===== src/design/tpu_pkg.sv =====
package tpu_pkg;

    // ==================================================================
    // Array and memory sizes
    // ==================================================================
    localparam int LANES        = 4;    // Columns and elements per row
    localparam int ELEM_W       = 8;    // Signed activation or weight
    localparam int ROW_W        = 32;   // One buffer row
    localparam int ACC_W        = 20;   // Accumulator lane
    localparam int UB_DEPTH     = 256;
    localparam int UB_AW        = 8;
    localparam int ACC_DEPTH    = 16;
    localparam int ACC_AW       = 4;
    localparam int IMEM_DEPTH   = 32;
    localparam int IMEM_AW      = 5;
    localparam int WT_AW        = 4;    // Row index on top, column below
    localparam int DRAIN_CYCLES = 3;    // Buffer, feeder and column stages

    typedef logic signed [ELEM_W-1:0] elem_t;
    typedef logic signed [ACC_W-1:0]  acc_t;

    // ==================================================================
    // Instruction formats
    // ==================================================================
    typedef enum logic [3:0] {
        OP_NOP    = 4'h0,
        OP_MATMUL = 4'h1,
        OP_ST_UB  = 4'h2,
        OP_HALT   = 4'h3
    } opcode_e;

    typedef struct packed {
        opcode_e           opcode;      // Bits 31 to 28 in both formats
        logic [UB_AW-1:0]  ub_addr;     // First activation row
        logic [4:0]        rows;        // 1 to 16
        logic [ACC_AW-1:0] acc_addr;    // First accumulator row
        logic              clear;       // Overwrite instead of add
        logic [9:0]        pad;
    } matmul_instr_t;

    typedef struct packed {
        opcode_e           opcode;
        logic [ACC_AW-1:0] acc_addr;    // Source accumulator row
        logic [UB_AW-1:0]  ub_addr;     // Destination buffer row
        logic [4:0]        rows;
        logic [10:0]       pad;
    } store_instr_t;

    typedef union packed {
        matmul_instr_t mm;
        store_instr_t  st;
    } instr_u;

    // ==================================================================
    // Connections between blocks
    // ==================================================================
    typedef struct packed {
        logic             en;
        logic [UB_AW-1:0] addr;
        logic [ROW_W-1:0] data;
    } ub_wr_t;

    typedef struct packed {
        logic             en;
        logic [UB_AW-1:0] addr;
    } ub_rd_t;

    typedef struct packed {
        logic              valid;       // Read belongs to a MATMUL
        logic [ACC_AW-1:0] acc_addr;
        logic              clear;
    } mm_tag_t;

    typedef struct packed {
        logic              en;
        logic [ACC_AW-1:0] acc_addr;
        logic [UB_AW-1:0]  ub_addr;     // Where the saturated row lands
    } acc_rd_t;

    typedef struct packed {
        logic              valid;
        logic [ACC_AW-1:0] acc_addr;
        logic              clear;
        elem_t [LANES-1:0] data;        // Lane 0 in the low byte
    } row_t;

    typedef acc_t [LANES-1:0] psum_t;

endpackage

===== src/design/act_feeder.sv =====
`timescale 1ns/100ps

module act_feeder (
    input  logic                       clk,
    input  logic                       reset,
    input  logic [tpu_pkg::ROW_W-1:0]  rd_data,
    input  logic                       rd_valid,
    input  tpu_pkg::mm_tag_t           mm_tag,
    output tpu_pkg::row_t              row
);

    import tpu_pkg::*;

    mm_tag_t tag_q;     // Tag aligned with the buffer data

    always_ff @(posedge clk) begin
        tag_q        <= mm_tag;
        // A host read owns the port that cycle, so its data is dropped here
        row.valid    <= tag_q.valid & ~rd_valid;
        row.acc_addr <= tag_q.acc_addr;
        row.clear    <= tag_q.clear;
        row.data     <= rd_data;
        if (reset) begin
            tag_q.valid <= 1'b0;
            row.valid   <= 1'b0;
        end
    end

endmodule


===== config.mk =====
export PLATFORM = sky130hd
export DESIGN_NAME = act_feeder
export DESIGN_NICKNAME = d
export VERILOG_FILES = /design/src/design/tpu_pkg.sv /design/src/design/act_feeder.sv
export SDC_FILE = /design/constraint.sdc
export NUM_CORES = 1
export LEC_CHECK = 0
export BUFFER_PORTS_ARGS = -buffer_cell sky130_fd_sc_hd__buf_2
export CORE_AREA = 5 5 64 71
export CTS_CLUSTER_DIAMETER = 80
export DETAILED_ROUTE_END_ITERATION = 7
export DIE_AREA = 0 0 69 76
export SYNTH_ARGS = -nofsm -noshare
export SYNTH_HDL_FRONTEND = slang
export SYNTH_SLANG_ARGS = --single-unit

===== constraint.sdc =====
create_clock -name clk -period 0.8 [get_ports clk]
set_input_delay 0.08 -clock clk [delete_from_list [all_inputs] [get_ports clk]]
set_output_delay 0.08 -clock clk [all_outputs]
set_load 0.01 [all_outputs]

==> results.json <==
{
  "final_antenna_net_count": 0,
  "grt_first_pass_wirelength_mm": 4.153,
  "clock_path_buffers": 2,
  "numClockSinks": 44,
  "io_buffer_count": 78,
  "antenna_found_initial": 0,
  "ys_ff_latch": 44,
  "timing.setup.tns_ns": -0.008115,
  "p_per_area_nw_per_um2": 2061,
  "max_freq_mhz": 1239,
  "arrival_ns": 0.73,
  "switching_share": 0.2041,
  "ys_types": 3,
  "gp_congestion": 0.6872,
  "power_w": 0.004050,
  "p_sw_w": 0.0008265,
  "drc": 0,
  "final_hold_viol_count": 0,
  "critPathKind": "reg2out",
  "initial_core_util": 0.2340,
  "grt_max_degree": 13,
  "fin_crit_ns": 0.8074,
  "cpPeakStageDelay_ns": 0.32,
  "ir_worst_vdd_mv": 0.9206,
  "vias": 774,
  "drt_iter0_markers": 17,
  "p_clk_frac": 0.307,
  "setup_violations": 2,
  "finalNonFillerCells": 222,
  "worst_pin_slew_ns": 0.1049,
  "root_buffer": "clkbuf_8",
  "syn_inst": 46,
  "cap_violations": 0,
  "crit_fanout": 1,
  "syn_nets": 87,
  "area_growth_pct": 118.5,
  "wl_per_cell_um": 11.36,
  "p_leak_nw": 0.9283,
  "p_seq_frac": 0.581,
  "drt_wl_total_mm": 2.523,
  "slowest_stage": "dfxtp_1",
  "overflow": 0,
  "crit_required_ns": 0.72,
  "crit_cells": 1,
  "n_antenna_cell": 0,
  "ios": 79,
  "status": "finished, violations left",
  "dr.pass1.iters": 2,
  "hold_path_class": "in2reg",
  "avgSynthCellArea_um2": 19.56,
  "violations": "setup timing",
  "nNetsFinal": 211,
  "endpoint_kind": "output port",
  "vias_per_cell": 3.486,
  "ys_warn_count": 0,
  "cts_tree": "done",
  "rows": 24,
  "drv_slew": 0,
  "die_height_um": 76,
  "cts_setup_buffers": 0,
  "holdWs_ns": 0.005587,
  "h-tree-depth": 2,
  "clk_latency_ns": 0.28,
  "grt_setup_unrepaired": "yes",
  "slew_headroom": 0.9298,
  "cp_num_buf_inv": 1,
  "hold_depth": 2,
  "track_usage": 0.1016,
  "cts.clk_slew.worst_paths_ns": 0.07,
  "core_area_um2": 3844,
  "dp_cells": 176,
  "power_frac_comb": 0.113,
  "grt_pass1_vias": 860,
  "cts_buffers": 5,
  "fillCellCount": 356,
  "cp_top_family": "flip-flops",
  "synth_area_um2": 899.6,
  "internal-power_w": 0.003224,
  "reg2regPathDepth": 1,
  "ys_seq_area_frac": 0.9791,
  "startpoint_type": "register",
  "worst_slack_ns": -0.007397,
  "layout-drive-gt1-share": 0.6118,
  "min_period_over_period": 1.009,
  "path_cells": "buf_2",
  "design.die.area_um2": 5244,
  "die_w_um": 69,
  "worst_clock_skew_ns": 0.003082,
  "dp_hpwl_mm": 1.682
}
[flip-flops by register name (all words and copies together), names as in the netlist]
register	flops
tag_q	6
row	38
[path summary, 6_finish.rpt]
path                  start       end  slack (ns)
setup / recovery    row[27]   row[27]      -0.007
hold reg to reg    tag_q[2]   row[34]        0.33
hold / removal    mm_tag[5]  tag_q[5]       0.006
setup reg to reg   tag_q[5]   row[37]        0.27
[synthesized netlist by cell type, drive strengths merged]
cell type | number | area share
nor2b | 1 | 0.0070
nor3b | 1 | 0.014
dfxtp | 44 | 0.98
[logic make-up (layout without fill, tap and decap cells)]
logic type    count (synthesis)  in the layout  synth area share
simple gates                  2              2           0.02086
flops                        44             44            0.9791
buf+inv                       0            124                 0
[power groups by stage]
stage	combinational, W	sequential (W)	clock, W
CTS	0.000412	0.00233	0.00132
global placement	0.000248	0.00238	0
global route	0.000494	0.00236	0.00140
detailed placement	0.000255	0.00238	0
finish	0.000457	0.00235	0.00124
floorplan	0.00000355	0.00244	0
[cell usage in the layout (no fill, tap or decap), drive strengths merged]
cell type and count:
nor3b 1, clkbuf 6, nor2b 1, buf 78, dfxtp 44, dlygate4sd3 39
clkinv 1
[cell type report]
| class | count | area [um^2] | share of cell area |
|---|---|---|---|
| clock inverters | 1 | 5.005 | 0.002546 |
| flip-flops and latches | 44 | 904.6 | 0.4602 |
| well taps | 52 | 65.06 | 0.03310 |
| multi-input cells | 2 | 18.77 | 0.009548 |
| repair buffers | 117 | 899.6 | 0.4577 |
| clock buffers | 6 | 72.57 | 0.03692 |
[per-layer routing]
metal	vias up	part of all wire	global-route usage
met1	330	0.32	0.09959
met4	0	0.025	0.05273
met5	-	0	0
met2	51	0.54	0.1689
li1	385	-	-
met3	8	0.12	0.05805
[timing repair]
action,in CTS,in global routing
gates cloned,0,0
hold buffers,39,0
gates resized for setup,5,33
setup endpoints to repair,38,38
hold endpoints to repair,39,0
[through the flow]
stage | util | cell area (um^2) | setup WS [ns]
floorplan | - | 899.6 | 0.2858
global route | 0.5114 | 1966 | -0.04477
CTS | 0.4798 | 1844 | -0.02792
global placement | 0.3525 | 1355 | 0.2818
finish | 0.5114 | 1966 | -0.007397
detailed placement | 0.3525 | 1355 | 0.2740
Note: power is estimated with default switching activity, not from simulation.
