==> config.mk <==
export PLATFORM = sky130hd
export DESIGN_NAME = mac_column
export DESIGN_NICKNAME = d
export VERILOG_FILES = /design/src/design/tpu_pkg.sv /design/src/design/mac_column.sv
export SDC_FILE = /design/constraint.sdc
export NUM_CORES = 1
export LEC_CHECK = 0
export ABC_CLOCK_PERIOD_IN_PS = 8050
export BUFFER_PORTS_ARGS = -buffer_cell sky130_fd_sc_hd__buf_2
export CAP_MARGIN = 25
export CORE_ASPECT_RATIO = 2
export CORE_MARGIN = 8
export CORE_UTILIZATION = 35
export CTS_CLUSTER_DIAMETER = 40
export DETAILED_ROUTE_END_ITERATION = 10
export GPL_TIMING_DRIVEN = 0
export MAX_ROUTING_LAYER = met4
export PLACE_DENSITY = 0.53
export SLEW_MARGIN = 25
export SYNTH_ARGS = -nofsm -noshare
export SYNTH_HDL_FRONTEND = slang
export SYNTH_SLANG_ARGS = --single-unit
==> constraint.sdc <==
create_clock -name clk -period 8.05 [get_ports clk]
set_clock_uncertainty 0.15 [all_clocks]
set_input_delay 1.61 -clock clk [delete_from_list [all_inputs] [get_ports clk]]
set_output_delay 1.61 -clock clk [all_outputs]
set_load 0.05 [all_outputs]
==> src/design/tpu_pkg.sv <==
package tpu_pkg;

    // ==================================================================
    // Array and memory sizes
    // ==================================================================
    localparam int LANES        = 4;    // Columns and elements per row
    localparam int ELEM_W       = 8;    // Signed activation or weight
    localparam int ROW_W        = 32;   // One buffer row
    localparam int ACC_W        = 20;   // Accumulator lane
    localparam int UB_DEPTH     = 256;
    localparam int UB_AW        = 8;
    localparam int ACC_DEPTH    = 16;
    localparam int ACC_AW       = 4;
    localparam int IMEM_DEPTH   = 32;
    localparam int IMEM_AW      = 5;
    localparam int WT_AW        = 4;    // Row index on top, column below
    localparam int DRAIN_CYCLES = 3;    // Buffer, feeder and column stages

    typedef logic signed [ELEM_W-1:0] elem_t;
    typedef logic signed [ACC_W-1:0]  acc_t;

    // ==================================================================
    // Instruction formats
    // ==================================================================
    typedef enum logic [3:0] {
        OP_NOP    = 4'h0,
        OP_MATMUL = 4'h1,
        OP_ST_UB  = 4'h2,
        OP_HALT   = 4'h3
    } opcode_e;

    typedef struct packed {
        opcode_e           opcode;      // Bits 31 to 28 in both formats
        logic [UB_AW-1:0]  ub_addr;     // First activation row
        logic [4:0]        rows;        // 1 to 16
        logic [ACC_AW-1:0] acc_addr;    // First accumulator row
        logic              clear;       // Overwrite instead of add
        logic [9:0]        pad;
    } matmul_instr_t;

    typedef struct packed {
        opcode_e           opcode;
        logic [ACC_AW-1:0] acc_addr;    // Source accumulator row
        logic [UB_AW-1:0]  ub_addr;     // Destination buffer row
        logic [4:0]        rows;
        logic [10:0]       pad;
    } store_instr_t;

    typedef union packed {
        matmul_instr_t mm;
        store_instr_t  st;
    } instr_u;

    // ==================================================================
    // Connections between blocks
    // ==================================================================
    typedef struct packed {
        logic             en;
        logic [UB_AW-1:0] addr;
        logic [ROW_W-1:0] data;
    } ub_wr_t;

    typedef struct packed {
        logic             en;
        logic [UB_AW-1:0] addr;
    } ub_rd_t;

    typedef struct packed {
        logic              valid;       // Read belongs to a MATMUL
        logic [ACC_AW-1:0] acc_addr;
        logic              clear;
    } mm_tag_t;

    typedef struct packed {
        logic              en;
        logic [ACC_AW-1:0] acc_addr;
        logic [UB_AW-1:0]  ub_addr;     // Where the saturated row lands
    } acc_rd_t;

    typedef struct packed {
        logic              valid;
        logic [ACC_AW-1:0] acc_addr;
        logic              clear;
        elem_t [LANES-1:0] data;        // Lane 0 in the low byte
    } row_t;

    typedef acc_t [LANES-1:0] psum_t;

endpackage
==> src/design/mac_column.sv <==
`timescale 1ns/100ps

module mac_column #(
    parameter int COL = 0               // Output lane of this column
) (
    input  logic                        clk,
    input  logic                        reset,
    input  logic                        wt_wr_en,
    input  logic [tpu_pkg::WT_AW-1:0]   wt_wr_addr,
    input  tpu_pkg::elem_t              wt_wr_data,
    input  tpu_pkg::row_t               row,
    output tpu_pkg::acc_t               psum,
    output logic                        out_valid,
    output logic [tpu_pkg::ACC_AW-1:0]  out_acc_addr,
    output logic                        out_clear
);

    import tpu_pkg::*;

    elem_t w [LANES];   // W[i][COL]
    acc_t  sum;

    // Weight load, only the entries of this column
    always_ff @(posedge clk) begin
        if (wt_wr_en && int'(wt_wr_addr[WT_AW/2-1:0]) == COL) begin
            w[wt_wr_addr[WT_AW-1:WT_AW/2]] <= wt_wr_data;
        end
    end

    // Signed dot product of the row with this weight column
    always_comb begin
        sum = '0;
        for (int i = 0; i < LANES; i++) begin
            sum = sum + row.data[i] * w[i];     // Products widen to ACC_W
        end
    end

    always_ff @(posedge clk) begin
        psum         <= sum;
        out_valid    <= row.valid;
        out_acc_addr <= row.acc_addr;
        out_clear    <= row.clear;
        if (reset) begin
            out_valid <= 1'b0;
        end
    end

endmodule

==> results.md <==
* Status: finished clean
* CORE AREA at 0.0357 mm^2
* Initial core utilization at 35.4%
* Final min period at 7740 ps
* Post-synth EDFFs at 32
* Ys async rst share at 0%
* R2R Setup Slk at 1120 ps
* Crit share post-route at 96.2%
* CTS clk-pin slew, worst paths at 70 ps
* Yosys reg bits at 57
* Mapped Area at 0.0126 mm^2
* CTS Buf Count at 9
* Number of max-cap violations at 0
* Synthesized instance count at 1198
* Cell at the slowest stage of the critical path: fa_1
* Initial antenna violation count at 2
* Layout cells sized above 1 at 8.67%
* Post-DP HPWL at 28700 um
* Most common cell after layout, fill and taps aside: inv_1
* Slew at the pin closest to its max-slew limit at 764 ps
* Footprint of the multi-input gates at 0.00980 mm^2
* Clock latency on the worst-skew pair at 370 ps
* First DRT Iteration DRCs at 315
* Syn. warnings at 0
* Sequential cell area fraction in the yosys report at 11.6%
* CP Launch Type: input port
* Worst Reg2Reg Path Length in Cells at 20
* I/O Pins at 79
* DIE HEIGHT at 285 um
* Total Routing Usage GR at 16.6%
* CP endpoint: psum[18]
* Crit. End Element: register
* Register area at 0.00146 mm^2
* Hold Violations, Final at 0
* Syn_nets at 1676
* Slew Limit Fails at 0
* Critical Path Start: row[23]
* Commonest cells after routing, fill and taps aside: 368 x inv_1, 324 x fa_1, 138 x and2_1
* # rows at 98
* First-pass GRT wire length at 50200 um
* Syn-to-layout area delta at 10.5%
* Die area at 0.0428 mm^2
* I/O Buffers at 78
* Synth Flop Type: edfxtp_1
* Worst Path Buf+Inv at 7
* Placed cells at 1726
* Peak Freq at 129 MHz
* Post-route insts no fill at 1744
* Vias in the first global route at 9183
* Fillers at 3480
* RSZ-0062 raised after global routing: no
* 1st-pass router iterations at 4
* DRC Markers at 0
* CTS tree: built
* Root buf cell: clkbuf_16
* CP required at 8140 ps
* Final net count at 1765
* CTS Sinks at 57
* Levels on crit path at 23
* R2R Path Start: w[1][0]
* Global route total overflow at 0
* # setup viols final at 0
* Cell mode on critical path: fa_1
* Top delay family on crit path: adder cells
* Total Routed Length at 32100 um
* CP arrival at 7830 ps
* R2R Path End: psum[18]
* Gpl congestion at 0.852
* Crit path max fanout at 8
* DRT antenna net count at 0
* H-tree levels at 3
* Setup Fix Bufs, Post-CTS at 0
* CP Cell Sequence: buf_2 > and2_1 > inv_1 > fa_1 > inv_1 > fa_1 > inv_1 > fa_1 > fa_1 > inv_1 > fa_1 > fa_1 > fa_1 > inv_1 > fa_1 > inv_1 > ha_1 > o21ai_0 > nand2b_1 > a21o_1 > a21oi_1 > a31oi_2 > xnor2_1
* Largest net degree at the start of global routing at 13
* Critical path class: input port to register
* Relative slew slack at 48.8%
* Avg WL per Cell at 18.4 um
* CTS Buffer Depth at 2
* Mean Syn Cell Area at 10.5 um^2
* Hold crit path type: register to register
* Synth unique cells at 39
* Die W at 150 um
* Vias at 8057
* Vias/cell at 4.62
* Crit path largest cell delay at 620 ps
[timing repair]
item	4_1_cts	5_1_grt
hold buffers	0	0
endpoints found under the setup margin	0	5
resized for setup	0	4
[metal layers]
layer	track usage, %	wire [um]	vias up
li1	-	-	3602
met1	14.2	9250	4254
met2	33.1	20200	148
met3	2.25	923	53
met4	8.57	1720	0
met5	-	0	-
[sequential cells by signal (all words and copies together), names as in the netlist]
signal	flops
out_clear	1
out_acc_addr	4
w	32
psum	19
out_valid	1
[logic make-up after synthesis]
kind of cell,Yosys count,share of synthesized area (%)
flip-flops,57,11.6
adder cells (fa/ha/maj),425,61.4
AO/OA/AOI/OAI,35,2.09
buffers and inverters,371,11.0
AND/OR/NAND/NOR,285,12.1
XOR/XNOR,25,1.73
[worst min-delay path by stage]
stage,from,cells past startpoint,endpoint
2_1_floorplan,w[0][0],2,psum[0]
3_3_place_gp,w[0][0],2,psum[0]
3_5_place_dp,w[0][0],2,psum[0]
4_1_cts,w[0][0],2,psum[0]
5_1_grt,w[0][0],2,psum[0]
6_report,w[0][0],2,psum[0]
[cell usage after synthesis, types with 2 or more instances]
cell        n  area [um^2]
o21a_1      3         22.5
a21o_1      5         37.5
edfxtp_1   32          961
nand2_1    96          360
nor2b_1    14         87.6
dfxtp_1    25          500
ha_1       99         1240
xor2_1      7         61.3
and3_1      3         18.8
nand3_1     3         15.0
and2_1    139          870
a21oi_1    11         55.1
nor2_1     11         41.3
nand2b_1   12         75.1
o21ai_0     4         20.0
fa_1      326         6530
clkbuf_1    2         7.51
xnor2_1    18          158
inv_1     368         1380
[metrics by stage]
| stage | area, um^2 | TNS (ps) | utilization (%) | setup WS (ps) | hold WS, ps |
|---|---|---|---|---|---|
| floorplan | 12600 | 0 | - | 520 | 493 |
| global placement | 13600 | -952 | 38.1 | -231 | 747 |
| detailed placement | 13600 | -1420 | 38.1 | -287 | 738 |
| CTS | 14000 | 0 | 39.1 | 88.5 | 755 |
| global route | 14000 | 0 | 39.1 | 22.5 | 809 |
| finish | 14000 | 0 | 39.1 | 308 | 739 |
[worst register-to-register path, stage by stage (launching register included)]
cell	delay [ps]
edfxtp_1	570
and2_2	410
inv_1	100
fa_1	460
fa_1	510
inv_1	50
fa_1	490
fa_1	580
fa_1	500
fa_1	550
inv_1	70
fa_1	450
fa_1	490
inv_1	40
ha_1	330
and2_4	170
a221oi_2	360
a21boi_4	140
nand4_4	150
a31oi_2	100
xnor2_1	130
[final cells by class]
type | instances | share of cell area, %
timing repair buffer | 78 | 2.79
inverter | 368 | 9.89
antenna | 2 | 0.0358
buffer | 3 | 0.107
multi-input combinational | 770 | 70.2
clock inverter | 7 | 0.896
clock buffer | 9 | 1.61
tap | 450 | 4.03
sequential | 57 | 10.5
Power is left out: the tool's default activity adds up to more than one toggle a clock period on the data nets, which glitch-free logic cannot reach.
