===== config.mk =====
export PLATFORM = sky130hd
export DESIGN_NAME = acc_bank
export DESIGN_NICKNAME = d
export VERILOG_FILES = /design/src/design/tpu_pkg.sv /design/src/design/acc_bank.sv
export SDC_FILE = /design/constraint.sdc
export NUM_CORES = 2
export LEC_CHECK = 0
export ABC_CLOCK_PERIOD_IN_PS = 9400
export BUFFER_PORTS_ARGS = -buffer_cell sky130_fd_sc_hd__buf_4
export CAP_MARGIN = 20
export CORE_UTILIZATION = 35
export CTS_BUF_LIST = sky130_fd_sc_hd__clkbuf_4 sky130_fd_sc_hd__clkbuf_8
export DETAILED_ROUTE_END_ITERATION = 10
export PLACE_DENSITY = 0.6
export RECOVER_POWER = 25
export SETUP_SLACK_MARGIN = 0.3
export SLEW_MARGIN = 5
export SYNTH_ARGS = -nofsm -noshare
export SYNTH_HDL_FRONTEND = slang
export SYNTH_SLANG_ARGS = --single-unit
export TNS_END_PERCENT = 30

===== constraint.sdc =====
create_clock -name clk -period 9.4 [get_ports clk]
set_input_delay 0.94 -clock clk [delete_from_list [all_inputs] [get_ports clk]]
set_output_delay 0.94 -clock clk [all_outputs]
set_load 0.02 [all_outputs]

===== src/design/tpu_pkg.sv =====
package tpu_pkg;

    // ==================================================================
    // Array and memory sizes
    // ==================================================================
    localparam int LANES        = 4;    // Columns and elements per row
    localparam int ELEM_W       = 8;    // Signed activation or weight
    localparam int ROW_W        = 32;   // One buffer row
    localparam int ACC_W        = 20;   // Accumulator lane
    localparam int UB_DEPTH     = 256;
    localparam int UB_AW        = 8;
    localparam int ACC_DEPTH    = 16;
    localparam int ACC_AW       = 4;
    localparam int IMEM_DEPTH   = 32;
    localparam int IMEM_AW      = 5;
    localparam int WT_AW        = 4;    // Row index on top, column below
    localparam int DRAIN_CYCLES = 3;    // Buffer, feeder and column stages

    typedef logic signed [ELEM_W-1:0] elem_t;
    typedef logic signed [ACC_W-1:0]  acc_t;

    // ==================================================================
    // Instruction formats
    // ==================================================================
    typedef enum logic [3:0] {
        OP_NOP    = 4'h0,
        OP_MATMUL = 4'h1,
        OP_ST_UB  = 4'h2,
        OP_HALT   = 4'h3
    } opcode_e;

    typedef struct packed {
        opcode_e           opcode;      // Bits 31 to 28 in both formats
        logic [UB_AW-1:0]  ub_addr;     // First activation row
        logic [4:0]        rows;        // 1 to 16
        logic [ACC_AW-1:0] acc_addr;    // First accumulator row
        logic              clear;       // Overwrite instead of add
        logic [9:0]        pad;
    } matmul_instr_t;

    typedef struct packed {
        opcode_e           opcode;
        logic [ACC_AW-1:0] acc_addr;    // Source accumulator row
        logic [UB_AW-1:0]  ub_addr;     // Destination buffer row
        logic [4:0]        rows;
        logic [10:0]       pad;
    } store_instr_t;

    typedef union packed {
        matmul_instr_t mm;
        store_instr_t  st;
    } instr_u;

    // ==================================================================
    // Connections between blocks
    // ==================================================================
    typedef struct packed {
        logic             en;
        logic [UB_AW-1:0] addr;
        logic [ROW_W-1:0] data;
    } ub_wr_t;

    typedef struct packed {
        logic             en;
        logic [UB_AW-1:0] addr;
    } ub_rd_t;

    typedef struct packed {
        logic              valid;       // Read belongs to a MATMUL
        logic [ACC_AW-1:0] acc_addr;
        logic              clear;
    } mm_tag_t;

    typedef struct packed {
        logic              en;
        logic [ACC_AW-1:0] acc_addr;
        logic [UB_AW-1:0]  ub_addr;     // Where the saturated row lands
    } acc_rd_t;

    typedef struct packed {
        logic              valid;
        logic [ACC_AW-1:0] acc_addr;
        logic              clear;
        elem_t [LANES-1:0] data;        // Lane 0 in the low byte
    } row_t;

    typedef acc_t [LANES-1:0] psum_t;

endpackage

===== src/design/acc_bank.sv =====
`timescale 1ns/100ps

module acc_bank (
    input  logic                                         clk,
    input  logic                                         reset,
    input  tpu_pkg::psum_t                               psum,
    input  logic [tpu_pkg::LANES-1:0]                    in_valid,
    input  logic [tpu_pkg::LANES-1:0][tpu_pkg::ACC_AW-1:0] in_acc_addr,
    input  logic [tpu_pkg::LANES-1:0]                    in_clear,
    input  tpu_pkg::acc_rd_t                             acc_rd,
    output tpu_pkg::ub_wr_t                              st_wr
);

    import tpu_pkg::*;

    psum_t             mem [ACC_DEPTH];
    psum_t             rd_row;
    elem_t [LANES-1:0] sat_row;

    // ==================================================================
    // Clear or accumulate, each lane from its own column
    // ==================================================================
    always_ff @(posedge clk) begin
        for (int l = 0; l < LANES; l++) begin
            if (in_valid[l]) begin
                if (in_clear[l]) begin
                    mem[in_acc_addr[l]][l] <= psum[l];
                end else begin
                    mem[in_acc_addr[l]][l] <= mem[in_acc_addr[l]][l] + psum[l];
                end
            end
        end
    end

    // ==================================================================
    // Store path, saturate to signed 8 bits
    // ==================================================================
    assign rd_row = mem[acc_rd.acc_addr];

    always_comb begin
        for (int l = 0; l < LANES; l++) begin
            if (rd_row[l] > (2 ** (ELEM_W - 1)) - 1) begin
                sat_row[l] = {1'b0, {(ELEM_W - 1){1'b1}}};      // 127
            end else if (rd_row[l] < -(2 ** (ELEM_W - 1))) begin
                sat_row[l] = {1'b1, {(ELEM_W - 1){1'b0}}};      // -128
            end else begin
                sat_row[l] = rd_row[l][ELEM_W-1:0];
            end
        end
    end

    // Buffer write lands one cycle after the read
    always_ff @(posedge clk) begin
        st_wr.en   <= acc_rd.en;
        st_wr.addr <= acc_rd.ub_addr;
        st_wr.data <= sat_row;
        if (reset) begin
            st_wr.en <= 1'b0;
        end
    end

endmodule


==> out/summary.txt <==
Kind of start point of the critical path: input pin
All-Layer GR Usage: 0.186
Largest net degree at the start of global routing: 116
Portion of total power attributed to the clock network: 0.395
WP buf/inv: 2
Post-Synthesis Net Count: 3455
Data arrival, critical path: 7680 ps
Critical path fanouts, max: 37
Worst-path cell chain: buf_4, clkinvlp_2, mux4_2, nor4_1, nand2_1, or4_1, nor2_1, a21oi_1
Post-CTS setup buffer count: 0
Wire length of the first global-routing pass: 250 mm
Final #Nets: 3775
Via count normalized by instance count: 5.69
Switching power total: 3.40 mW
Maximum vdd drop: 0.000161 V
Resized cells post-CTS: 0
Post-DP HPWL: 99.0 mm
Total detailed-routing wirelength: 171 mm
Unrepaired setup endpoints after global routing: false
TritonCTS sink count: 1321
Register area share after synthesis: 0.617
Number of max-cap violations: 33
Worst relative slew slack: -1.41
Number of enable flip-flop cells after synthesis: 1280
Post-Syn Instances: 3256
Number of nets still failing antenna checks after routing: 0
Total placed cells including tap cells: 5710
Combinational cell fraction of total power: 0.118
Vertical die dimension: 428 um
Initial DRT Pass Iterations: 8
Die width: 428 um
Num rows: 156
Gr ovfl total: 0
Final Hold Fails: 0
Total of buffers placed on input and output ports: 159
Violations in the final reports: capacitance limit, slew limit
Clock latency at the later pin of the worst-skew pair: 970 ps
Most used flip-flop cell after synthesis: sky130_fd_sc_hd__edfxtp_1
Category of the critical setup timing path: input pin to register
Post-Route Skew: 41.8 ps
Mean instance size in the synthesized netlist: 19.5 um^2
Share of layout cells above drive strength 1: 0.375
Class of the tightest hold or removal check: input pin to register
Master cell of the clock root buffer: sky130_fd_sc_hd__clkbuf_8
Sw Ratio: 0.246
Via count: 34920
TNS Setup: 0 ps
Number of warnings reported in the yosys synthesis log: 0
Max Clk Rate: 0.145 GHz
Number of DRC markers in iteration 0: 3247
Crit path largest cell delay: 2800 ps
Share of flip-flops with an asynchronous set or reset after synthesis: 0
PD cells: 190 nW/um^2
Part of the total power dissipated in sequential elements: 0.487
Run status: finished with violations
Period utilisation layout: 0.732
Most common library cell in the layout ignoring fill and taps: sky130_fd_sc_hd__edfxtp_1
Number of global-route vias before repair: 36455
Post-synthesis instance area: 63600 um^2
DRC errors left: 0
Kind of cell adding the most delay to the critical path: buffers and inverters
Weighted congestion at the end of routability-driven global placement: 0.802
Leak pwr: 23.3 nW
Placement Cell Area: 68300 um^2
Nature of the critical path endpoint: register
Number of buffers on the longest clock path: 3
Required @ worst endpoint: 10190 ps
Final period demand of the worst path: 6880 ps
TritonCTS clock tree: yes
Cts bufs inserted: 223
Pins Over Slew Limit: 612
Synth-to-layout area growth: 14.3%
Final Instance Area: 72700 um^2
Non-filler cells, final: 6142
Number of antenna violations at the first check in global routing: 1
I/O pin count: 160
H-tree levels: 4
Worst-path clk slew: 70 ps
Synthesized flop and latch total: 1321
Area of the core region: 181000 um^2
Core occupancy in the finished layout: 0.403
Critical-path cell with the highest stage delay: sky130_fd_sc_hd__clkinvlp_2
Die area: 183000 um^2
Most frequent cells in the layout: sky130_fd_sc_hd__edfxtp_1, sky130_fd_sc_hd__mux4_2, sky130_fd_sc_hd__clkbuf_8
Effective utilization at floorplan: 0.352
Least-Margin Pin Slew: 3590 ps
Cell variety after synth: 64
Final routed wire length divided by cell count: 27.9 um
Final setup vio count: 0
Internal: 10.4 mW
## power groups by stage
stage | combinational [mW] | clock [mW] | sequential [mW]
floorplan | 1.08 | 0 | 6.88
detailed placement | 1.66 | 0 | 6.86
finish | 1.63 | 5.46 | 6.74
global route | 1.76 | 5.82 | 6.75
CTS | 1.67 | 5.57 | 6.74
global placement | 1.64 | 0 | 6.86
## cells in the mapped netlist (5+ instances only)
master	count	area, um^2
sky130_fd_sc_hd__mux4_2	754	17000
sky130_fd_sc_hd__o21a_1	14	105
sky130_fd_sc_hd__xnor2_1	24	210
sky130_fd_sc_hd__nand4_1	14	87.6
sky130_fd_sc_hd__nand2b_1	34	213
sky130_fd_sc_hd__a21oi_1	69	345
sky130_fd_sc_hd__a21o_1	24	180
sky130_fd_sc_hd__a211oi_1	15	113
sky130_fd_sc_hd__buf_4	14	105
sky130_fd_sc_hd__or3b_2	5	43.8
sky130_fd_sc_hd__nor4_1	12	75.1
sky130_fd_sc_hd__nor2_1	102	383
sky130_fd_sc_hd__ha_1	76	951
sky130_fd_sc_hd__inv_1	26	97.6
sky130_fd_sc_hd__nor3_1	39	195
sky130_fd_sc_hd__a31oi_1	7	43.8
sky130_fd_sc_hd__xor2_1	39	342
sky130_fd_sc_hd__o21ai_0	104	521
sky130_fd_sc_hd__nand3_1	15	75.1
sky130_fd_sc_hd__a221o_1	5	50.1
sky130_fd_sc_hd__o21bai_1	10	75.1
sky130_fd_sc_hd__a22oi_1	9	67.6
sky130_fd_sc_hd__edfxtp_1	1280	38400
sky130_fd_sc_hd__buf_1	55	206
sky130_fd_sc_hd__nor3b_1	7	52.6
sky130_fd_sc_hd__clkbuf_1	102	383
sky130_fd_sc_hd__nand3b_1	7	52.6
sky130_fd_sc_hd__nor2b_1	22	138
sky130_fd_sc_hd__mux2i_1	61	611
sky130_fd_sc_hd__nand2_1	120	450
sky130_fd_sc_hd__o31ai_1	9	67.6
sky130_fd_sc_hd__buf_6	15	169
sky130_fd_sc_hd__buf_2	28	140
sky130_fd_sc_hd__dfxtp_1	41	821
sky130_fd_sc_hd__a221oi_1	26	228
sky130_fd_sc_hd__and3_1	5	31.3
sky130_fd_sc_hd__o21ai_1	13	65.1
sky130_fd_sc_hd__mux2_2	5	56.3
## repair_timing
item	in CTS	in global routing
setup endpoints to repair	0	0
endpoints found under the hold margin	8	0
hold buffers	8	0
## final cells by class
cell class,count,area [um^2]
Multi-Input combinational cell,1694,23400
Fill cell,15986,108000
Sequential cell,1321,39300
Inverter,27,103
Tap cell,2370,2970
Clock inverter,127,1110
Timing Repair Buffer,309,2200
Clock buffer,293,3640
Antenna cell,1,2.50
## state kept, by name (all words and copies together), names as in the netlist
| signal | flops |
|---|---|
| mem | 1280 |
| st_wr | 41 |
## metal layers
layer / global-route usage / up-vias / routed length [um]
met3: 0.0327 / 225 / 10000
met2: 0.313 / 1168 / 86100
met5: 0 / - / 0
li1: - / 14757 / -
met4: 0.0503 / 0 / 3370
met1: 0.249 / 18770 / 71800
## per-stage QoR
step                      setup WS (ps)  power [mW]  hold slack, ps
after global placement             2660        8.50             897
after global routing               2070        14.3            64.1
after floorplan                    3710        7.96             862
after CTS                          3700        14.0            7.62
final                              2520        13.8             122
after detailed placement           2660        8.52             911
## path summary, 6_finish.rpt
| check | start | end | slack [ps] | cells after the start |
|---|---|---|---|---|
| worst max register to register | mem[3][68] | mem[4][79] | 4590 | 12 |
| worst min register to register | mem[7][62] | st_wr[26] | 910 | 4 |
| worst max-delay path | acc_rd[11] | st_wr[11] | 2520 | 8 |
| worst min-delay path | reset | st_wr[40] | 120 | 2 |
## worst reg2reg max path, stage by stage (launching register included)
cell and delay, ps:
sky130_fd_sc_hd__edfxtp_1 390, sky130_fd_sc_hd__mux4_2 490, sky130_fd_sc_hd__mux4_2 500, sky130_fd_sc_hd__ha_1 380, sky130_fd_sc_hd__a211oi_1 320, sky130_fd_sc_hd__o21ba_2 220, sky130_fd_sc_hd__o211ai_1 130, sky130_fd_sc_hd__a2111oi_0 430
sky130_fd_sc_hd__nor3_1 170, sky130_fd_sc_hd__o31ai_1 450, sky130_fd_sc_hd__xor2_1 120, sky130_fd_sc_hd__nor2_1 130, sky130_fd_sc_hd__xor2_1 730
## cell families after synthesis
kind of cell / synth area share
AO/OA/AOI/OAI: 0.0330
adder cells (fa/ha/maj): 0.0162
XOR/XNOR: 0.00868
multiplexers: 0.277
flip-flops: 0.617
buffers and inverters: 0.0174
AND/OR/NAND/NOR: 0.0301
(Power assumes the default switching activity.)
