===== src/design/tpu_pkg.sv =====
package tpu_pkg;

    // ==================================================================
    // Array and memory sizes
    // ==================================================================
    localparam int LANES        = 4;    // Columns and elements per row
    localparam int ELEM_W       = 8;    // Signed activation or weight
    localparam int ROW_W        = 32;   // One buffer row
    localparam int ACC_W        = 20;   // Accumulator lane
    localparam int UB_DEPTH     = 256;
    localparam int UB_AW        = 8;
    localparam int ACC_DEPTH    = 16;
    localparam int ACC_AW       = 4;
    localparam int IMEM_DEPTH   = 32;
    localparam int IMEM_AW      = 5;
    localparam int WT_AW        = 4;    // Row index on top, column below
    localparam int DRAIN_CYCLES = 3;    // Buffer, feeder and column stages

    typedef logic signed [ELEM_W-1:0] elem_t;
    typedef logic signed [ACC_W-1:0]  acc_t;

    // ==================================================================
    // Instruction formats
    // ==================================================================
    typedef enum logic [3:0] {
        OP_NOP    = 4'h0,
        OP_MATMUL = 4'h1,
        OP_ST_UB  = 4'h2,
        OP_HALT   = 4'h3
    } opcode_e;

    typedef struct packed {
        opcode_e           opcode;      // Bits 31 to 28 in both formats
        logic [UB_AW-1:0]  ub_addr;     // First activation row
        logic [4:0]        rows;        // 1 to 16
        logic [ACC_AW-1:0] acc_addr;    // First accumulator row
        logic              clear;       // Overwrite instead of add
        logic [9:0]        pad;
    } matmul_instr_t;

    typedef struct packed {
        opcode_e           opcode;
        logic [ACC_AW-1:0] acc_addr;    // Source accumulator row
        logic [UB_AW-1:0]  ub_addr;     // Destination buffer row
        logic [4:0]        rows;
        logic [10:0]       pad;
    } store_instr_t;

    typedef union packed {
        matmul_instr_t mm;
        store_instr_t  st;
    } instr_u;

    // ==================================================================
    // Connections between blocks
    // ==================================================================
    typedef struct packed {
        logic             en;
        logic [UB_AW-1:0] addr;
        logic [ROW_W-1:0] data;
    } ub_wr_t;

    typedef struct packed {
        logic             en;
        logic [UB_AW-1:0] addr;
    } ub_rd_t;

    typedef struct packed {
        logic              valid;       // Read belongs to a MATMUL
        logic [ACC_AW-1:0] acc_addr;
        logic              clear;
    } mm_tag_t;

    typedef struct packed {
        logic              en;
        logic [ACC_AW-1:0] acc_addr;
        logic [UB_AW-1:0]  ub_addr;     // Where the saturated row lands
    } acc_rd_t;

    typedef struct packed {
        logic              valid;
        logic [ACC_AW-1:0] acc_addr;
        logic              clear;
        elem_t [LANES-1:0] data;        // Lane 0 in the low byte
    } row_t;

    typedef acc_t [LANES-1:0] psum_t;

endpackage

===== src/design/tpu_sequencer.sv =====
`timescale 1ns/100ps

module tpu_sequencer (
    input  logic                          clk,
    input  logic                          reset,
    input  logic                          imem_wr_en,
    input  logic [tpu_pkg::IMEM_AW-1:0]   imem_wr_addr,
    input  tpu_pkg::instr_u               imem_wr_data,
    input  logic                          start,
    output tpu_pkg::ub_rd_t               seq_ub_rd,
    output tpu_pkg::mm_tag_t              mm_tag,
    output tpu_pkg::acc_rd_t              acc_rd,
    output logic                          busy,
    output logic                          done
);

    import tpu_pkg::*;

    typedef enum logic [2:0] {
        S_IDLE,
        S_FETCH,
        S_ISSUE,    // One MATMUL row per cycle
        S_DRAIN,    // Let the last rows reach the accumulators
        S_STORE     // One ST_UB row per cycle
    } state_e;

    instr_u              imem [IMEM_DEPTH];
    instr_u              instr;
    state_e              state;
    logic [IMEM_AW-1:0]  pc;
    logic [4:0]          cnt;          // Rows left in this instruction
    logic [1:0]          drain_cnt;
    logic [UB_AW-1:0]    ub_addr_q;
    logic [ACC_AW-1:0]   acc_addr_q;
    logic                clear_q;

    // Program store, loaded by the host while idle
    always_ff @(posedge clk) begin
        if (imem_wr_en) begin
            imem[imem_wr_addr] <= imem_wr_data;
        end
    end

    assign instr = imem[pc];   // Fetch is combinational

    // ==================================================================
    // Control FSM
    // ==================================================================
    always_ff @(posedge clk) begin
        if (reset) begin
            state     <= S_IDLE;
            pc        <= '0;
            cnt       <= '0;
            drain_cnt <= '0;
            busy      <= 1'b0;
            done      <= 1'b0;
        end else begin
            done <= 1'b0;                                  // Single-cycle pulse
            case (state)
                S_IDLE: begin
                    if (start) begin
                        pc    <= '0;
                        busy  <= 1'b1;
                        state <= S_FETCH;
                    end
                end
                S_FETCH: begin
                    pc <= pc + 1'b1;
                    case (instr.mm.opcode)
                        OP_MATMUL: begin
                            ub_addr_q  <= instr.mm.ub_addr;
                            acc_addr_q <= instr.mm.acc_addr;
                            clear_q    <= instr.mm.clear;
                            cnt        <= instr.mm.rows;
                            state      <= S_ISSUE;
                        end
                        OP_ST_UB: begin                    // Same word, store view
                            ub_addr_q  <= instr.st.ub_addr;
                            acc_addr_q <= instr.st.acc_addr;
                            cnt        <= instr.st.rows;
                            state      <= S_STORE;
                        end
                        OP_HALT: begin
                            busy  <= 1'b0;                 // Falls with done
                            done  <= 1'b1;
                            state <= S_IDLE;
                        end
                        default: ;                         // NOP just steps the PC
                    endcase
                end
                S_ISSUE: begin
                    ub_addr_q  <= ub_addr_q + 1'b1;
                    acc_addr_q <= acc_addr_q + 1'b1;
                    cnt        <= cnt - 1'b1;
                    if (cnt == 5'd1) begin
                        drain_cnt <= 2'(DRAIN_CYCLES - 1);
                        state     <= S_DRAIN;
                    end
                end
                S_DRAIN: begin
                    drain_cnt <= drain_cnt - 1'b1;
                    if (drain_cnt == '0) begin
                        state <= S_FETCH;
                    end
                end
                S_STORE: begin
                    ub_addr_q  <= ub_addr_q + 1'b1;
                    acc_addr_q <= acc_addr_q + 1'b1;
                    cnt        <= cnt - 1'b1;
                    if (cnt == 5'd1) begin
                        state <= S_FETCH;
                    end
                end
                default: state <= S_IDLE;
            endcase
        end
    end

    // Requests come straight from the address registers
    assign seq_ub_rd.en     = (state == S_ISSUE);
    assign seq_ub_rd.addr   = ub_addr_q;
    assign mm_tag.valid     = (state == S_ISSUE);
    assign mm_tag.acc_addr  = acc_addr_q;
    assign mm_tag.clear     = clear_q;
    assign acc_rd.en        = (state == S_STORE);
    assign acc_rd.acc_addr  = acc_addr_q;
    assign acc_rd.ub_addr   = ub_addr_q;

endmodule


===== config.mk =====
export PLATFORM = sky130hd
export DESIGN_NAME = tpu_sequencer
export DESIGN_NICKNAME = d
export VERILOG_FILES = /design/src/design/tpu_pkg.sv /design/src/design/tpu_sequencer.sv
export SDC_FILE = /design/constraint.sdc
export NUM_CORES = 1
export LEC_CHECK = 0
export BUFFER_PORTS_ARGS = -buffer_cell sky130_fd_sc_hd__buf_2
export CORE_MARGIN = 3
export CORE_UTILIZATION = 40
export CTS_CLUSTER_SIZE = 12
export DETAILED_ROUTE_END_ITERATION = 8
export PLACE_DENSITY = 0.68
export SYNTH_ARGS = -nofsm -noshare
export SYNTH_HDL_FRONTEND = slang
export SYNTH_SLANG_ARGS = --single-unit

===== constraint.sdc =====
create_clock -name clk -period 3 [get_ports clk]
set_input_delay 0.15 -clock clk [delete_from_list [all_inputs] [get_ports clk]]
set_output_delay 0.15 -clock clk [all_outputs]
set_load 0.01 [all_outputs]

==> run metrics, run 1 <==
deepest level of the CTS H-tree=3; Yosys warning total=0; Max Transition Viols Final=0; final total negative setup slack=0 ns; floorplan die height=275 µm; crit path capture type=register; final setup fails=0; half-perimeter wire length after detailed placement=39400 µm; highest clock frequency the design can meet=340 MHz; Port Buf Inserts=60; first-pass iteration count of the detailed router=7; Post-Synthesis Cells=1343; CTS Root Buffer Type=sky130_fd_sc_hd__clkbuf_16; TritonCTS clock tree=yes; total CTS buffers=77; I/O pin cnt=71; register bit count reported by yosys=739; register-to-register setup slack=0.06 ns; share of post-route cells with drive strength above 1=34.7%; most frequent cells after synthesis=717 x sky130_fd_sc_hd__edfxtp_1, 188 x sky130_fd_sc_hd__mux4_2, 72 x sky130_fd_sc_hd__nor2_1; largest net degree at the start of global routing=46; FP Rows=97; Mean Syn Cell Area=21.5 µm²; antenna violations before repair=3; clock network latency to the later pin of the worst-skew pair=0.61 ns; share of the synthesized area in the top cell type=74.4%; final WL=68700 µm; most frequently used cell type in the post-synthesis netlist=sky130_fd_sc_hd__edfxtp_1; peak ir drop on the vdd network=0.396 mV; EDFF count, synth=717; Post-Synthesis Cell Area=28900 µm²; overflow left after global routing=0; number of nets in the final layout=1574; DRC marker count from the first detailed-route iteration=1445; total global-route track usage=18.4%; fill cell total of the finished layout=5715; path category of the worst min-delay check=input port to register; number of unique standard cell types used by synthesis=68; P_leak=0.0105 µW; Mapped Nets=1390; startpoint type of the worst setup path=register; global-route wire length before repair=99300 µm; per-cell via count in the routed design=5.68; cell types occupying the most area after synthesis=sky130_fd_sc_hd__edfxtp_1 74%, sky130_fd_sc_hd__mux4_2 15%, sky130_fd_sc_hd__dfxtp_1 1.5%, sky130_fd_sc_hd__nor2_1 0.93%, sky130_fd_sc_hd__mux2i_1 0.90%; count of maximum capacitance violations=0; area of the die=75600 µm²; RSZ-0062 raised after global routing=false; clock slew at the register clock pins of the worst setup and hold paths=0.06 ns; top flip-flop cell by instance count after synthesis=sky130_fd_sc_hd__edfxtp_1; total placed cells including tap cells=2376; minimum clock period=2.94 ns; die width=275 µm; worst-case headroom to the max-slew limit=23.1%; area inside the core boundary=70900 µm²; drt drc=0; worst-case reg-to-reg path depth=10; async set-or-reset flop fraction in the synthesized netlist=0%; part of the Yosys area used for sequential elements=76.0%; clock skew=0.0120 ns; power density over cell area=632 nW/µm²; capturing point of the worst reg2reg path=ub_addr_q[6]$_DFFE_PP_; result of the run=completed; largest buffer count on any clock path=3; area grow syn2layout=17.1%; WP data required=3.31 ns; capture endpoint of the worst hold path=imem[4][14]$_DFFE_PP_; vias in the first global route=14600; dominant cell type by area after synthesis=sky130_fd_sc_hd__edfxtp_1; total vias in the final route=14300; final-layout worst hold slack=0.0391 ns; Slew @ Worst Pin=1.15 ns; antenna-violating nets left=0; number of standard cells in the final layout excluding fillers=2514; wire length per cell=27.3 µm; Period Utilization, post-route=98.0%; final core area utilization=47.8%; RePlAce Congestion=0.769; starting density of the core=40.8%; startpoint of the most critical hold path=imem_wr_data[14]; Crit Path Class=register to register; arrival time at the worst endpoint=3.25 ns; biggest fanout along the worst timing path=12; number of hold violations in the final report=0; hold path cells=1; number of clock sinks=739; overall power consumption=21400 µW
per-layer routing:
metal	global-route usage (%)	up-vias	wire length [µm]	part of all wire, %
li1	-	5985	-	-
met1	24.7	7613	27700	40
met2	30.2	581	34200	50
met3	4.41	106	5350	7.8
met4	4.81	2	1480	2.2
met5	0	-	16	0.023
placed cells by master (no fill, tap or decap), types with 5 or more instances in the layout:
| master | n |
|---|---|
| sky130_fd_sc_hd__buf_12 | 24 |
| sky130_fd_sc_hd__buf_6 | 5 |
| sky130_fd_sc_hd__mux2_2 | 14 |
| sky130_fd_sc_hd__nand2_1 | 21 |
| sky130_fd_sc_hd__edfxtp_1 | 717 |
| sky130_fd_sc_hd__nand2b_1 | 6 |
| sky130_fd_sc_hd__o31ai_1 | 5 |
| sky130_fd_sc_hd__nor3_1 | 19 |
| sky130_fd_sc_hd__clkbuf_1 | 23 |
| sky130_fd_sc_hd__or2_2 | 5 |
| sky130_fd_sc_hd__mux4_2 | 188 |
| sky130_fd_sc_hd__o21ai_1 | 5 |
| sky130_fd_sc_hd__nor2_4 | 33 |
| sky130_fd_sc_hd__mux2i_1 | 23 |
| sky130_fd_sc_hd__a21oi_1 | 24 |
| sky130_fd_sc_hd__o32ai_1 | 5 |
| sky130_fd_sc_hd__clkinv_1 | 11 |
| sky130_fd_sc_hd__dfxtp_1 | 19 |
| sky130_fd_sc_hd__inv_1 | 6 |
| sky130_fd_sc_hd__buf_2 | 60 |
| sky130_fd_sc_hd__ha_1 | 6 |
| sky130_fd_sc_hd__clkbuf_16 | 79 |
| sky130_fd_sc_hd__o21ai_0 | 14 |
| sky130_fd_sc_hd__nand3_1 | 14 |
| sky130_fd_sc_hd__buf_4 | 83 |
| sky130_fd_sc_hd__nand3b_1 | 9 |
| sky130_fd_sc_hd__xnor2_1 | 8 |
| sky130_fd_sc_hd__mux2_4 | 5 |
| sky130_fd_sc_hd__nor2_1 | 39 |
flip-flops by register name, indices dropped and copies added, names as in the netlist, named ones only:
register    cells
drain_cnt       2
busy            1
pc              5
clear_q         1
acc_addr_q      4
ub_addr_q       8
state           3
cnt             5
imem          704
done            1
final cells by class:
cell class | instances | area, µm² | share of cell area [%]
clock buffers | 101 | 2040 | 6.02
diodes | 1 | 2.50 | 0.00739
multi-input cells | 519 | 6770 | 20.0
repair buffers | 183 | 1670 | 4.92
clock inverters | 24 | 190 | 0.562
inverters | 7 | 26.3 | 0.0776
flip-flops and latches | 739 | 22000 | 64.9
well taps | 940 | 1180 | 3.47
worst max-delay path, cell delays in order, from the launching register on:
cell                      delay (ns)
sky130_fd_sc_hd__dfxtp_4        0.49
sky130_fd_sc_hd__buf_12         0.18
sky130_fd_sc_hd__buf_4          0.13
sky130_fd_sc_hd__mux4_2         0.48
sky130_fd_sc_hd__mux2i_1        0.26
sky130_fd_sc_hd__o22a_1         0.25
sky130_fd_sc_hd__and2_4         0.18
sky130_fd_sc_hd__xnor2_1        0.15
sky130_fd_sc_hd__nand3_2        0.17
sky130_fd_sc_hd__a21oi_4        0.19
sky130_fd_sc_hd__buf_12         0.15
logic make-up after synthesis:
family                   after synthesis  share of synthesized area, %
AO/OA/AOI/OAI                         95                          2.37
flip-flops                           739                          76.0
XOR/XNOR                              10                         0.303
multiplexers                         235                          16.4
adder cells (fa/ha/maj)                6                         0.260
AND/OR/NAND/NOR                      173                          2.92
buffers and inverters                 85                          1.82
stage by stage:
stage | instance area [µm²] | worst slack (ns)
2_1_floorplan | 28900 | 0.159
4_1_cts | 33700 | 0.00240
6_report | 33900 | 0.0597
5_1_grt | 33900 | 0.00125
3_5_place_dp | 31300 | -0.169
3_3_place_gp | 31300 | -0.120
worst max-delay path by stage:
| stage | startpoint | endpoint | slack [ns] |
|---|---|---|---|
| 6_report | register | ub_addr_q[6]$_DFFE_PP_ | 0.06 |
| 3_3_place_gp | register | cnt[4]$_SDFFE_PP0P_ | -0.12 |
| 2_1_floorplan | register | acc_addr_q[2]$_DFFE_PP_ | 0.16 |
| 3_5_place_dp | register | cnt[4]$_SDFFE_PP0P_ | -0.17 |
| 4_1_cts | register | acc_addr_q[2]$_DFFE_PP_ | 0.002 |
| 5_1_grt | register | acc_addr_q[1]$_DFFE_PP_ | 0.001 |
timing repair:
| action | CTS | global route |
|---|---|---|
| hold buffers | 4 | 0 |
| buffers inserted | 6 | 0 |
| gates resized for setup | 6 | 33 |
| endpoints found under the hold margin | 56 | 0 |
| cloned | 1 | 1 |
| setup endpoints to repair | 24 | 28 |
| pin swaps | 1 | 4 |
power breakdown:
part	internal, µW	leakage [µW]	switching [µW]
logic	590	0.00278	646
clock network	4930	0.00108	3700
registers	11500	0.00664	54.8
total	17000	0.0105	4400
No activity file was read; power rests on OpenSTA's default activity.
==> run 2, diff against run 1 <==
Settings changed: PLACE_DENSITY 0.68 to 0.54, SETUP_SLACK_MARGIN from default to 0.15.
==> run metrics, run 2 (synthesis gave the netlist of run 1 again) <==
result of the run=completed; P_leak=0.0107 µW (+1.9%); Largest register FFs=704 (unchanged); total vias in the final route=14300 (-0.15%); highest clock frequency the design can meet=348 MHz (+2.2%); final core area utilization=48.3% (+0.52 points); share of post-route cells with drive strength above 1=35.3% (+0.61 points); overflow left after global routing=0 (unchanged); vias in the first global route=14400 (-1.1%); portion of total power attributed to the clock network=42.1% (+1.7 points); number of hold violations in the final report=0 (unchanged); hold path cells=1 (unchanged); clock network latency to the later pin of the worst-skew pair=0.64 ns (+0.03 ns); register-to-register setup slack=0.12 ns (+0.06 ns); Crit Path Class=register to register; die width=275 µm (unchanged); DRC marker count from the first detailed-route iteration=1387 (-4.0%); capturing point of the worst reg2reg path=ub_addr_q[7]$_DFFE_PP_; number of buffer and inverter instances along the worst setup path=4 (+1); biggest fanout along the worst timing path=14 (+2); Regs by FF count=imem x704, ub_addr_q x8; arrival time at the worst endpoint=3.21 ns (-0.04 ns); WP data required=3.33 ns (+0.02 ns); worst-case headroom to the max-slew limit=32.1% (+9.0 points); count of maximum capacitance violations=0 (unchanged); Port Buf Inserts=60 (unchanged); area grow syn2layout=18.3%; most frequent cells in the layout=717 x sky130_fd_sc_hd__edfxtp_1, 188 x sky130_fd_sc_hd__mux4_2, 91 x sky130_fd_sc_hd__buf_4; Max Transition Viols Final=0 (unchanged); final total negative setup slack=0 ns (unchanged); switching part of the total power=21.1% (+0.55 points); final setup fails=0 (unchanged); I/O pin cnt=71 (unchanged); half-perimeter wire length after detailed placement=42200 µm (+7.1%); startpoint of the most critical hold path=imem_wr_data[20]; capture endpoint of the worst hold path=imem[25][20]$_DFFE_PP_; power density over cell area=644 nW/µm² (+1.9%); cell breakdown of the critical path=buf_12 > buf_4 > o311ai_4 > o32ai_2 > a2111oi_2 > a32oi_2 > buf_4 > mux2i_4 > nand3_2 > a21oi_2 > buf_12; total CTS buffers=80 (+3.9%); total placed cells including tap cells=2382 (+0.25%); crit path capture type=register; Slowest-stage cell, CP=sky130_fd_sc_hd__dfxtp_4; largest buffer count on any clock path=3 (unchanged); overall power consumption=22000 µW (+3.0%); Pint=17400 µW (+2.3%); leading cell type in the layout, fill and taps excluded=sky130_fd_sc_hd__edfxtp_1; starting density of the core=40.8% (unchanged); minimum clock period=2.88 ns (-0.0638 ns); clock slew at the register clock pins of the worst setup and hold paths=0.06 ns (about the same); Largest stage delay, worst path=0.36 ns (-0.13 ns); deepest level of the CTS H-tree=3 (unchanged); RePlAce Congestion=0.742 (-3.5%); peak ir drop on the vdd network=0.422 mV (+6.8%); antenna violations before repair=2 (-1); largest net degree at the start of global routing=33 (-28%); number of clock sinks=739 (unchanged); number of nets in the final layout=1596 (+1.4%); clock skew=0.0256 ns (+0.0136 ns); wire length per cell=28.5 µm (+4.1%); cell class contributing the biggest share of worst-path delay=compound AO/OA/AOI/OAI gates; floorplan die height=275 µm (unchanged); RSZ-0062 raised after global routing=true; final antenna diode count=0 (-1); Seq pwr share=52.2% (-1.6 points); worst-case reg-to-reg path depth=11 (+1); startpoint type of the worst setup path=register; final WL=72500 µm (+5.6%); number of standard cells in the final layout excluding fillers=2548 (+1.4%); FP Rows=97 (unchanged); drt drc=0 (unchanged); Period Utilization, post-route=95.9% (-2.1 points); CTS Root Buffer Type=sky130_fd_sc_hd__clkbuf_16; global-route wire length before repair=104000 µm (+4.6%); area inside the core boundary=70900 µm² (unchanged); first-pass iteration count of the detailed router=5 (-2); TritonCTS clock tree=yes; antenna-violating nets left=0 (unchanged); area of the die=75600 µm² (unchanged); total global-route track usage=19.5% (+1.1 points); Slew @ Worst Pin=1.02 ns (-0.135 ns); path category of the worst min-delay check=input port to register; register ranked first by flip-flop count=imem; switching pwr=4660 µW (+5.8%); per-cell via count in the routed design=5.60 (-1.5%); Comb power frac=5.7% (about the same)
-- run 2: cell types whose count changed in the layout (fill, tap and decap cells not counted), moves of 3 or more --
cell and delta:
sky130_fd_sc_hd__clkinv_1 +3, sky130_fd_sc_hd__dlygate4sd3_1 +11, sky130_fd_sc_hd__clkinv_2 +9, sky130_fd_sc_hd__buf_4 +8
-- run 2: per-layer routing --
layer	GRT usage (%)	part of all wire [%]	up-vias
met5	0	0.018	-
li1	-	-	6047
met1	28.1	44	7676
met3	3.64	5.9	109
met2	31.1	48	432
met4	4.53	2.0	2
-- run 2: area by class of cell --
type | count | area, µm²
well taps | 940 | 1180
flip-flops and latches | 739 | 22000
inverters | 7 | 26.3
fillers | 5877 | 36700
clock buffers | 103 | 2110
repair buffers | 202 | 1840
clock inverters | 38 | 322
multi-input cells | 519 | 6770
-- run 2: worst max path at each step --
| stage | start | endpoint | cells past startpoint |
|---|---|---|---|
| floorplan | register | acc_addr_q[2]$_DFFE_PP_ | 9 |
| global placement | register | ub_addr_q[7]$_DFFE_PP_ | 11 |
| detailed placement | register | acc_addr_q[3]$_DFFE_PP_ | 11 |
| CTS | register | acc_addr_q[3]$_DFFE_PP_ | 7 |
| global route | register | ub_addr_q[7]$_DFFE_PP_ | 11 |
| finish | register | ub_addr_q[7]$_DFFE_PP_ | 11 |
-- run 2: timing repair --
item	4_1_cts	5_1_grt
setup buffers	1	8
hold buffers	15	0
hold endpoints to repair	251	0
endpoints found under the setup margin	27	31
gates resized for setup	20	11
cloned	1	0
pin swaps	3	3
-- run 2: metrics by stage --
step | worst slack [ns] | hold WS, ns | cell area, µm²
finish | 0.123 | 0.0246 | 34200
global route | 0.0186 | 0.0321 | 34200
CTS | 0.129 | 0.00517 | 34100
detailed placement | -0.0199 | 0.472 | 31400
floorplan | 0.159 | 0.249 | 28900
global placement | -0.0141 | 0.461 | 31400
-- run 2: power groups by stage --
stage / registers, µW / clock network (µW) / logic, µW
floorplan: 11700 / 0 / 726
global placement: 11700 / 0 / 1190
detailed placement: 11700 / 0 / 1210
CTS: 11500 / 9450 / 1250
global route: 11500 / 9890 / 1350
finish: 11500 / 9270 / 1250
